## config.mk

```make
export PLATFORM = sky130hd
export DESIGN_NAME = fpu_top
export DESIGN_NICKNAME = d
export VERILOG_FILES = /design/src/source/fpu_pkg.sv /design/src/source/fp_add_stage.sv /design/src/source/fp_align_stage.sv /design/src/source/fp_mul_stage.sv /design/src/source/fpu_axil_ctrl.sv /design/src/source/fpu_top.sv
export VERILOG_INCLUDE_DIRS = /design/src /design/src/source
export SDC_FILE = /design/constraint.sdc
export NUM_CORES = 2
export LEC_CHECK = 0
export BUFFER_PORTS_ARGS = -buffer_cell sky130_fd_sc_hd__buf_2
export CAP_MARGIN = 20
export CELL_PAD_IN_SITES_DETAIL_PLACEMENT = 1
export CELL_PAD_IN_SITES_GLOBAL_PLACEMENT = 1
export CORE_MARGIN = 5
export CORE_UTILIZATION = 55
export CTS_CLUSTER_DIAMETER = 50
export DETAILED_ROUTE_END_ITERATION = 12
export GPL_TIMING_DRIVEN = 1
export PLACE_DENSITY = 0.94
export RECOVER_POWER = 100
export SLEW_MARGIN = 20
export SYNTH_ARGS = -nofsm -noshare
export SYNTH_HDL_FRONTEND = slang
export SYNTH_SLANG_ARGS = --single-unit
```

## constraint.sdc

```tcl
create_clock -name clk -period 24 [get_ports clk]
set_input_delay 2.4 -clock clk [delete_from_list [all_inputs] [get_ports clk]]
set_output_delay 2.4 -clock clk [all_outputs]
set_load 0.05 [all_outputs]
```

## src/source/fpu_defs.svh

```systemverilog
// FPU register map and float constants
`ifndef FPU_DEFS_SVH
`define FPU_DEFS_SVH

// AXI4-Lite register offsets
`define FPU_ADDR_WIDTH 5
`define FPU_REG_OPA    5'h00
`define FPU_REG_OPB    5'h04
`define FPU_REG_CMD    5'h08
`define FPU_REG_RESULT 5'h0C
`define FPU_REG_STATUS 5'h10

// Single-precision field constants
`define FPU_CANON_NAN  32'h7FC00000
`define FPU_EXP_BIAS   127
`define FPU_MAX_ALIGN  27

`endif

```

## src/source/fpu_pkg.sv

```systemverilog
// FPU shared types
package fpu_pkg;

    // Raw operand, result or integer word
    typedef logic [31:0] scalar_t;

    // Biased exponent
    typedef logic [7:0] fexp_t;

    // Significand with the hidden bit
    typedef logic [23:0] fsig_t;

    typedef logic [5:0] shift_t;

    // Low bits of the CMD register write
    typedef enum logic [1:0] {
        FP_ADD  = 2'd0,
        FP_SUB  = 2'd1,
        FP_MUL  = 2'd2,
        FP_FTOI = 2'd3
    } fp_op_t;

    typedef enum logic {
        W_IDLE,
        W_RESP
    } axil_state_t;

endpackage

```

## src/source/fp_add_stage.sv

```systemverilog
// FPU add and convert stage
`timescale 1ns/1ps
`include "fpu_defs.svh"

module fp_add_stage
    import fpu_pkg::*;
(
    input  logic    clk,
    input  logic    reset,
    input  logic    align_valid,
    input  fp_op_t  align_op,
    input  fsig_t   sig_le,
    input  fsig_t   sig_se,
    input  shift_t  se_align_shift,
    input  shift_t  ftoi_lshift,
    input  fexp_t   add_exponent,
    input  logic    add_sign,
    input  logic    logical_subtract,
    input  logic    result_is_nan,
    input  logic    result_is_inf,
    output scalar_t add_result,
    output logic    add_is_nan,
    output logic    add_is_inf
);
    logic [53:0] se_wide;
    logic sticky;
    logic [26:0] se_aligned;
    logic [27:0] sum;
    shift_t lz;
    logic [27:0] norm;
    logic signed [9:0] exp_norm;
    scalar_t ftoi_mag;
    scalar_t ftoi_val;
    scalar_t add_next;
    logic overflow;

    // Three guard bits with shifted-out bits folded into a sticky LSB
    assign se_wide = {sig_se, 3'b000, 27'd0} >> se_align_shift;
    assign sticky = |se_wide[26:0];
    assign se_aligned = {se_wide[53:28], se_wide[27] | sticky};
    assign sum = logical_subtract ? {1'b0, sig_le, 3'b000} - {1'b0, se_aligned}
                                  : {1'b0, sig_le, 3'b000} + {1'b0, se_aligned};

    // Leading zero count over the sum
    always_comb
    begin
        lz = 6'd28;
        for (int i = 0; i < 28; i++)
        begin
            if (sum[i])
                lz = 6'(27 - i);
        end
    end

    // Bit 27 of the sum weighs one above the larger exponent
    assign norm = sum << lz;
    assign exp_norm = $signed({2'b00, add_exponent}) + 10'sd1 - $signed({4'b0000, lz});

    assign ftoi_mag = (scalar_t'(sig_se) >> se_align_shift) << ftoi_lshift;
    assign ftoi_val = logical_subtract ? -ftoi_mag : ftoi_mag;

    always_comb
    begin
        overflow = 1'b0;
        if (align_op == FP_FTOI)
            add_next = result_is_nan ? 32'h80000000 : ftoi_val;
        else if (result_is_nan)
            add_next = `FPU_CANON_NAN;
        else if (result_is_inf)
            add_next = {add_sign, 8'hff, 23'd0};
        else if (sum == '0)
            // Exact cancellation is +0
            add_next = {add_sign & ~logical_subtract, 31'd0};
        else if (exp_norm <= 0)
            add_next = {add_sign, 31'd0};
        else if (exp_norm >= 255)
        begin
            overflow = 1'b1;
            add_next = {add_sign, 8'hff, 23'd0};
        end
        else
            add_next = {add_sign, exp_norm[7:0], norm[26:4]};
    end

    always_ff @(posedge clk, posedge reset)
    begin
        if (reset)
        begin
            add_result <= '0;
            add_is_nan <= 1'b0;
            add_is_inf <= 1'b0;
        end
        else if (align_valid)
        begin
            add_result <= add_next;
            add_is_nan <= result_is_nan;
            add_is_inf <= result_is_inf || overflow;
        end
    end

endmodule

```

## src/source/fp_align_stage.sv

```systemverilog
// FPU pipeline stage one
`timescale 1ns/1ps
`include "fpu_defs.svh"

module fp_align_stage
    import fpu_pkg::*;
(
    input  logic              clk,
    input  logic              reset,
    input  logic              issue_valid,
    input  fp_op_t            issue_op,
    input  scalar_t           opa,
    input  scalar_t           opb,
    output logic              align_valid,
    output fp_op_t            align_op,
    output logic              done_valid,
    output fp_op_t            done_op,
    output fsig_t             sig_le,
    output fsig_t             sig_se,
    output shift_t            se_align_shift,
    output shift_t            ftoi_lshift,
    output fexp_t             add_exponent,
    output logic              add_sign,
    output logic              logical_subtract,
    output logic signed [9:0] mul_exponent,
    output logic              mul_sign,
    output fsig_t             sig_a,
    output fsig_t             sig_b,
    output logic              result_is_nan,
    output logic              result_is_inf
);
    fexp_t exp_a;
    fexp_t exp_b;
    fsig_t full_a;
    fsig_t full_b;
    logic a_zero;
    logic b_zero;
    logic a_inf;
    logic b_inf;
    logic a_nan;
    logic b_nan;
    logic is_sub;
    logic is_ftoi;
    logic a_larger;
    fexp_t exp_diff;
    logic eff_sub;
    logic nan_next;
    shift_t ftoi_rshift;
    shift_t ftoi_lshift_next;

    assign exp_a = opa[30:23];
    assign exp_b = opb[30:23];
    assign a_zero = exp_a == 8'd0;
    assign b_zero = exp_b == 8'd0;
    // Subnormals flush to zero
    assign full_a = a_zero ? '0 : {1'b1, opa[22:0]};
    assign full_b = b_zero ? '0 : {1'b1, opb[22:0]};
    assign a_inf = exp_a == 8'hff && opa[22:0] == '0;
    assign b_inf = exp_b == 8'hff && opb[22:0] == '0;
    assign a_nan = exp_a == 8'hff && opa[22:0] != '0;
    assign b_nan = exp_b == 8'hff && opb[22:0] != '0;
    assign is_sub = issue_op == FP_SUB;
    assign is_ftoi = issue_op == FP_FTOI;

    // Ties keep A in the larger lane, which gives x - x its positive sign
    assign a_larger = exp_a > exp_b || (exp_a == exp_b && full_a >= full_b);
    assign exp_diff = a_larger ? exp_a - exp_b : exp_b - exp_a;
    // A negative float-to-int value is negated in stage two
    assign eff_sub = is_ftoi ? opb[31] : opa[31] ^ opb[31] ^ is_sub;

    always_comb
    begin
        case (issue_op)
            FP_MUL:
                nan_next = a_nan || b_nan || (a_inf && b_zero) || (b_inf && a_zero);
            FP_FTOI:
                nan_next = b_nan || b_inf || exp_b >= 8'(`FPU_EXP_BIAS + 31);
            default:
                nan_next = a_nan || b_nan || (a_inf && b_inf && eff_sub);
        endcase
    end

    // Truncation shift for float-to-int
    // The significand LSB weighs 2^(e - 150)
    always_comb
    begin
        ftoi_lshift_next = '0;
        if (exp_b < 8'(`FPU_EXP_BIAS))
            ftoi_rshift = 6'd32;
        else if (exp_b < 8'(`FPU_EXP_BIAS + 23))
            ftoi_rshift = 6'(`FPU_EXP_BIAS + 23 - exp_b);
        else
        begin
            ftoi_rshift = '0;
            ftoi_lshift_next = 6'(exp_b - 8'(`FPU_EXP_BIAS + 23));
        end
    end

    always_ff @(posedge clk, posedge reset)
    begin
        if (reset)
        begin
            align_valid <= 1'b0;
            done_valid <= 1'b0;
        end
        else
        begin
            align_valid <= issue_valid;
            done_valid <= align_valid;
        end
    end

    always_ff @(posedge clk)
    begin
        align_op <= issue_op;
        done_op <= align_op;
        result_is_nan <= nan_next;
        result_is_inf <= !nan_next && !is_ftoi && (a_inf || b_inf);
        logical_subtract <= eff_sub;

        if (is_ftoi)
        begin
            // Value goes down the smaller lane with nothing to add
            sig_le <= '0;
            sig_se <= full_b;
            add_exponent <= exp_b;
            add_sign <= opb[31];
            se_align_shift <= ftoi_rshift;
        end
        else
        begin
            sig_le <= a_larger ? full_a : full_b;
            sig_se <= a_larger ? full_b : full_a;
            add_exponent <= a_larger ? exp_a : exp_b;
            add_sign <= a_larger ? opa[31] : opb[31] ^ is_sub;
            // Shifting past the guard bits leaves only the sticky bit
            se_align_shift <= (exp_diff < 8'(`FPU_MAX_ALIGN)) ? 6'(exp_diff)
                                                              : 6'(`FPU_MAX_ALIGN);
        end
        ftoi_lshift <= ftoi_lshift_next;

        // Multiply path
        sig_a <= full_a;
        sig_b <= full_b;
        mul_exponent <= $signed({2'b00, exp_a}) + $signed({2'b00, exp_b})
                        - 10'(`FPU_EXP_BIAS);
        mul_sign <= opa[31] ^ opb[31];
    end

endmodule

```

## src/source/fp_mul_stage.sv

```systemverilog
// FPU multiply stage
`timescale 1ns/1ps
`include "fpu_defs.svh"

module fp_mul_stage
    import fpu_pkg::*;
(
    input  logic              clk,
    input  logic              reset,
    input  logic              align_valid,
    input  logic signed [9:0] mul_exponent,
    input  logic              mul_sign,
    input  fsig_t             sig_a,
    input  fsig_t             sig_b,
    input  logic              result_is_nan,
    input  logic              result_is_inf,
    output scalar_t           mul_result,
    output logic              mul_is_nan,
    output logic              mul_is_inf
);
    logic [47:0] product;
    logic signed [9:0] exp_adj;
    logic [22:0] frac;
    logic overflow;
    scalar_t mul_next;

    assign product = sig_a * sig_b;
    // Product of two normalized significands lies in [1, 4)
    assign exp_adj = product[47] ? mul_exponent + 10'sd1 : mul_exponent;
    assign frac = product[47] ? product[46:24] : product[45:23];

    always_comb
    begin
        overflow = 1'b0;
        if (result_is_nan)
            mul_next = `FPU_CANON_NAN;
        else if (result_is_inf)
            mul_next = {mul_sign, 8'hff, 23'd0};
        else if (product[47:46] == 2'b00 || exp_adj <= 0)
            // Zero operand or underflow
            mul_next = {mul_sign, 31'd0};
        else if (exp_adj >= 255)
        begin
            overflow = 1'b1;
            mul_next = {mul_sign, 8'hff, 23'd0};
        end
        else
            mul_next = {mul_sign, exp_adj[7:0], frac};
    end

    always_ff @(posedge clk, posedge reset)
    begin
        if (reset)
        begin
            mul_result <= '0;
            mul_is_nan <= 1'b0;
            mul_is_inf <= 1'b0;
        end
        else if (align_valid)
        begin
            mul_result <= mul_next;
            mul_is_nan <= result_is_nan;
            mul_is_inf <= result_is_inf || overflow;
        end
    end

endmodule

```

## src/source/fpu_axil_ctrl.sv

```systemverilog
// FPU AXI4-Lite register block
`timescale 1ns/1ps
`include "fpu_defs.svh"

module fpu_axil_ctrl
    import fpu_pkg::*;
(
    input  logic                       clk,
    input  logic                       reset,
    input  logic [`FPU_ADDR_WIDTH-1:0] awaddr,
    input  logic                       awvalid,
    output logic                       awready,
    input  scalar_t                    wdata,
    input  logic [3:0]                 wstrb,
    input  logic                       wvalid,
    output logic                       wready,
    output logic [1:0]                 bresp,
    output logic                       bvalid,
    input  logic                       bready,
    input  logic [`FPU_ADDR_WIDTH-1:0] araddr,
    input  logic                       arvalid,
    output logic                       arready,
    output scalar_t                    rdata,
    output logic [1:0]                 rresp,
    output logic                       rvalid,
    input  logic                       rready,
    output logic                       issue_valid,
    output fp_op_t                     issue_op,
    output scalar_t                    opa,
    output scalar_t                    opb,
    input  logic                       done_valid,
    input  fp_op_t                     done_op,
    input  scalar_t                    add_result,
    input  logic                       add_is_nan,
    input  logic                       add_is_inf,
    input  scalar_t                    mul_result,
    input  logic                       mul_is_nan,
    input  logic                       mul_is_inf
);
    axil_state_t w_state;
    logic wr_hs;
    logic rd_hs;
    logic cmd_ok;
    logic wr_err;
    logic busy;
    logic done;
    logic res_nan;
    logic res_inf;
    scalar_t result;
    scalar_t status;
    scalar_t rd_data;
    logic rd_err;

    assign wr_hs = w_state == W_IDLE && awready && awvalid && wvalid;
    assign rd_hs = arready && arvalid;
    assign cmd_ok = wdata < 32'd4 && !busy;
    assign status = {28'd0, res_inf, res_nan, done, busy};

    // RESULT and STATUS are read only
    always_comb
    begin
        case (awaddr)
            `FPU_REG_OPA, `FPU_REG_OPB: wr_err = 1'b0;
            `FPU_REG_CMD: wr_err = !cmd_ok;
            default: wr_err = 1'b1;
        endcase
    end

    always_comb
    begin
        rd_err = 1'b0;
        case (araddr)
            `FPU_REG_OPA: rd_data = opa;
            `FPU_REG_OPB: rd_data = opb;
            `FPU_REG_CMD: rd_data = {30'd0, issue_op};
            `FPU_REG_RESULT: rd_data = result;
            `FPU_REG_STATUS: rd_data = status;
            default:
            begin
                rd_data = '0;
                rd_err = 1'b1;
            end
        endcase
    end

    // Write channel, issue and result capture
    always_ff @(posedge clk, posedge reset)
    begin
        if (reset)
        begin
            w_state <= W_IDLE;
            awready <= 1'b0;
            wready <= 1'b0;
            bvalid <= 1'b0;
            issue_valid <= 1'b0;
            busy <= 1'b0;
            done <= 1'b0;
            res_nan <= 1'b0;
            res_inf <= 1'b0;
            result <= '0;
        end
        else
        begin
            issue_valid <= 1'b0;
            case (w_state)
                W_IDLE:
                begin
                    if (wr_hs)
                    begin
                        awready <= 1'b0;
                        wready <= 1'b0;
                        bvalid <= 1'b1;
                        w_state <= W_RESP;
                        if (awaddr == `FPU_REG_CMD && cmd_ok)
                        begin
                            issue_valid <= 1'b1;
                            busy <= 1'b1;
                            done <= 1'b0;
                        end
                    end
                    else if (awvalid && wvalid)
                    begin
                        awready <= 1'b1;
                        wready <= 1'b1;
                    end
                end
                W_RESP:
                begin
                    if (bready)
                    begin
                        bvalid <= 1'b0;
                        w_state <= W_IDLE;
                    end
                end
            endcase

            if (done_valid)
            begin
                result <= (done_op == FP_MUL) ? mul_result : add_result;
                res_nan <= (done_op == FP_MUL) ? mul_is_nan : add_is_nan;
                res_inf <= (done_op == FP_MUL) ? mul_is_inf : add_is_inf;
                busy <= 1'b0;
                done <= 1'b1;
            end
        end
    end

    // Read address and data channel
    always_ff @(posedge clk, posedge reset)
    begin
        if (reset)
        begin
            arready <= 1'b0;
            rvalid <= 1'b0;
        end
        else
        begin
            if (rd_hs)
            begin
                arready <= 1'b0;
                rvalid <= 1'b1;
            end
            else if (arvalid && !arready && !rvalid)
                arready <= 1'b1;
            if (rvalid && rready)
                rvalid <= 1'b0;
        end
    end

    // Operands and response payloads with SLVERR as 2'b10
    always_ff @(posedge clk)
    begin
        if (wr_hs)
        begin
            bresp <= wr_err ? 2'b10 : 2'b00;
            if (awaddr == `FPU_REG_OPA)
                opa <= wdata;
            if (awaddr == `FPU_REG_OPB)
                opb <= wdata;
            if (awaddr == `FPU_REG_CMD && cmd_ok)
                issue_op <= fp_op_t'(wdata[1:0]);
        end
        if (rd_hs)
        begin
            rdata <= rd_data;
            rresp <= rd_err ? 2'b10 : 2'b00;
        end
    end

endmodule

```

## src/source/fpu_top.sv

```systemverilog
// FPU coprocessor top level
`timescale 1ns/1ps
`include "fpu_defs.svh"

module fpu_top
    import fpu_pkg::*;
(
    input  logic                       clk,
    input  logic                       reset,
    input  logic [`FPU_ADDR_WIDTH-1:0] awaddr,
    input  logic                       awvalid,
    output logic                       awready,
    input  scalar_t                    wdata,
    input  logic [3:0]                 wstrb,
    input  logic                       wvalid,
    output logic                       wready,
    output logic [1:0]                 bresp,
    output logic                       bvalid,
    input  logic                       bready,
    input  logic [`FPU_ADDR_WIDTH-1:0] araddr,
    input  logic                       arvalid,
    output logic                       arready,
    output scalar_t                    rdata,
    output logic [1:0]                 rresp,
    output logic                       rvalid,
    input  logic                       rready
);
    logic issue_valid;
    fp_op_t issue_op;
    scalar_t opa;
    scalar_t opb;
    logic align_valid;
    fp_op_t align_op;
    logic done_valid;
    fp_op_t done_op;
    fsig_t sig_le;
    fsig_t sig_se;
    shift_t se_align_shift;
    shift_t ftoi_lshift;
    fexp_t add_exponent;
    logic add_sign;
    logic logical_subtract;
    logic signed [9:0] mul_exponent;
    logic mul_sign;
    fsig_t sig_a;
    fsig_t sig_b;
    logic result_is_nan;
    logic result_is_inf;
    scalar_t add_result;
    logic add_is_nan;
    logic add_is_inf;
    scalar_t mul_result;
    logic mul_is_nan;
    logic mul_is_inf;

    fpu_axil_ctrl u_ctrl (.*);

    fp_align_stage u_align (.*);

    // Both second stages run on every operation and control picks by done_op
    fp_add_stage u_add (.*);

    fp_mul_stage u_mul (.*);

endmodule
```

==> results.json <==
{
  "swShare_pct": 38.5,
  "crit_type": "reg2reg",
  "routed_via_density": 7.05,
  "detail-route-antenna-nets": 0,
  "irDropWorstVdd_mv": 0.0774,
  "cp_data_arrival_time_ps": 16380,
  "grt_overflow": 0,
  "ys_ff_latch": 346,
  "grtUsageTotal_pct": 42.4,
  "io_buffers": 87,
  "synthCells": 4884,
  "critical_path.max_fanout": 77,
  "clkSinkCount": 346,
  "finalCriticalPeriod_ps": 15930,
  "p_per_area_mw_per_mm2": 41.4,
  "cts_tree": "yes",
  "initial_core_util_pct": 55.6,
  "hold_buffers": 0,
  "antenna_found_initial": 11,
  "r2r_slack_ps": 8070,
  "ys.flop_type": "dfxtp_1",
  "instances_no_fill": 5874,
  "grt_pass1_vias": 44900,
  "outcome": "finished, violations left",
  "dp_hpwl_um": 133000,
  "p_sw_uw": 724,
  "slowest_stage": "dfxtp_1",
  "avgSynthCellArea_um2": 8.84,
  "post_cts_buffers": 0,
  "final_cell_mix": "nand2_1 (647), inv_1 (635), fa_1 (486), ha_1 (288), nor2_1 (273)",
  "worst_pin_slew_ps": 4650,
  "wl_met3_um": 21200,
  "cts_buffers": 40,
  "drv_slew": 587,
  "timing.critical_path.buf_inv": 2,
  "wl_per_cell_um": 31.8,
  "p_clk_share_pct": 34.7,
  "wl_um": 187000,
  "post-route-util_pct": 58.6,
  "min_period_over_period_pct": 66.4,
  "seqPwrFrac_pct": 33.7,
  "worst_setup_path_start_kind": "register",
  "synthDistinctLibCells": 115,
  "p_comb_share_pct": 31.6,
  "setup_viol": 0,
  "synthesis.area_mm2": 0.0432,
  "drt-initial-drc-count": 5767,
  "io-pin-count": 94,
  "intPower_uw": 1160,
  "maxCapViolations": 14,
  "die_w_um": 290,
  "final_common_cell": "nand2_1",
  "fin_nets": 5624,
  "first_pass_iters": 8,
  "syn2layout_area_growth_pct": 5.33,
  "place.gp.congestion": 1.01,
  "wl_met2_um": 85000,
  "setup_tns_ps": 0,
  "grt_max_degree": 78,
  "crit_path_max_incr_delay_ps": 2700,
  "ys_seq_area_share_pct": 19.7,
  "top_layer": "met5",
  "min_path_type": "reg2reg",
  "wirelength_met1_um": 61000,
  "drive_gt1_share_pct": 6.32,
  "cts.clk_slew.worst_paths_ps": 70,
  "hold_ws_ps": 378,
  "clock_path_buffers": 3,
  "core_area_mm2": 0.0776,
  "synth_edf_count": 100,
  "dp_cells": 5794,
  "slew_headroom_pct": -210,
  "nFillCells": 9004,
  "synth_async_sr_flop_share_pct": 32.1,
  "finalHoldViolCount": 0,
  "fin_worst_skew_ps": 49.8,
  "num_vias": 41400,
  "cts_max_level": 2,
  "end_kind": "register",
  "yosysWarningCount": 0,
  "path_delay_family": "compound AO/OA/AOI/OAI gates",
  "violations": "capacitance limit, slew limit",
  "drc": 0,
  "clock.fmax_mhz": 62.8,
  "die_area_mm2": 0.0842,
  "clockRootBuffer": "clkbuf_16",
  "finalPower_uw": 1880,
  "grt_pass1_wl_um": 278000,
  "cts_resized": 0,
  "clkLatencyLatePin_ps": 590,
  "rsz0062_at_grt": "false",
  "critPathRequiredTime_ps": 24450,
  "die_height_um": 290,
  "rows": 102,
  "p_leak_uw": 0.0212
}
[cell usage after synthesis, types with 100 or more instances]
library cell / number / area share [%]
nand2_1: 647 / 5.6
inv_1: 635 / 5.5
fa_1: 486 / 23
ha_1: 288 / 8.3
nor2_1: 275 / 2.4
and2_1: 235 / 3.4
clkbuf_1: 232 / 2.0
a21oi_1: 204 / 2.4
o21ai_0: 163 / 1.9
dfxtp_1: 135 / 6.3
mux2i_1: 117 / 2.7
dfrtp_1: 111 / 6.4
edfxtp_1: 100 / 7.0
[stage by stage]
step	area [µm²]	worst slack, ps
after detailed placement	44300	11780
final	45500	8070
after CTS	45600	11600
after global routing	45500	7340
after global placement	44300	12150
after floorplan	43200	15000
[per-layer routing]
layer | vias up | GRT usage, %
met2 | 3353 | 68.9
met5 | - | 0
met3 | 1369 | 11.2
li1 | 16300 | -
met1 | 20300 | 47.7
met4 | 10 | 32.6
[worst paths after layout]
kind	endpoint	start	cells past startpoint
setup / recovery	u_add.add_result[2]$_DFFE_PP0P_	u_align.se_align_shift[1]$_DFF_P_	36
hold / removal	u_align.done_op[0]$_DFF_P_	u_align.align_op[0]$_DFF_P_	0
setup reg to reg	u_add.add_result[2]$_DFFE_PP0P_	u_align.se_align_shift[1]$_DFF_P_	36
hold reg to reg	u_align.done_op[0]$_DFF_P_	u_align.align_op[0]$_DFF_P_	0
max in group asynchronous	u_align.align_valid$_DFF_PP0_	reset	3
min in group asynchronous	u_ctrl.result[28]$_DFFE_PP0P_	reset	2
[worst reg2reg max path, delay by kind of cell, from the launching register on]
kind | cells | cell delay (ps)
AOI/OAI and AO/OA | 15 | 5500
and+or+nand+nor | 11 | 3030
DFF | 1 | 2700
muxes | 3 | 1850
adders and majority gates | 3 | 1230
buffers and inverters | 2 | 990
xor gates and xnor gates | 2 | 510
[flip-flops by register name (all words and copies together) (netlist names), 8 cells and up]
signal and cells:
u_align.sig_le 24, u_align.sig_se 24, u_ctrl.opb 32, u_align.mul_exponent 10
u_ctrl.opa 32, u_add.add_result 32, u_ctrl.rdata 32, u_align.sig_a 24
u_mul.mul_result 32, u_ctrl.result 32, u_align.add_exponent 8, u_align.sig_b 24
[cell families (layout without fill, tap and decap cells)]
logic type,Yosys count,count (layout),share of synthesized area [%]
AND/OR/NAND/NOR,1571,1571,17.3
AO/OA/AOI/OAI,942,942,15.3
buffers and inverters,924,867,8.26
adder cells (fa/ha/maj),774,774,30.9
flip-flops,346,346,19.7
multiplexers,206,206,6.12
XOR/XNOR,120,120,2.43
other,1,8,0.00869
[final cells by class]
type,count,area (µm²),area share (%)
Inverter,644,2420,5.33
Timing Repair Buffer,150,771,1.70
Clock buffer,50,1090,2.40
Sequential cell,346,8500,18.7
Antenna cell,6,15.0,0.0330
Clock inverter,23,248,0.545
Tap cell,1040,1300,2.86
Multi-Input combinational cell,3615,31100,68.4
[power by group through the flow]
stage / Sequential (µW) / Clock [µW] / Combinational (µW)
final: 634 / 652 / 594
after global routing: 635 / 668 / 615
after CTS: 633 / 642 / 560
after detailed placement: 644 / 0 / 546
after global placement: 643 / 0 / 497
after floorplan: 684 / 0 / 306
(Power assumes the default switching activity.)
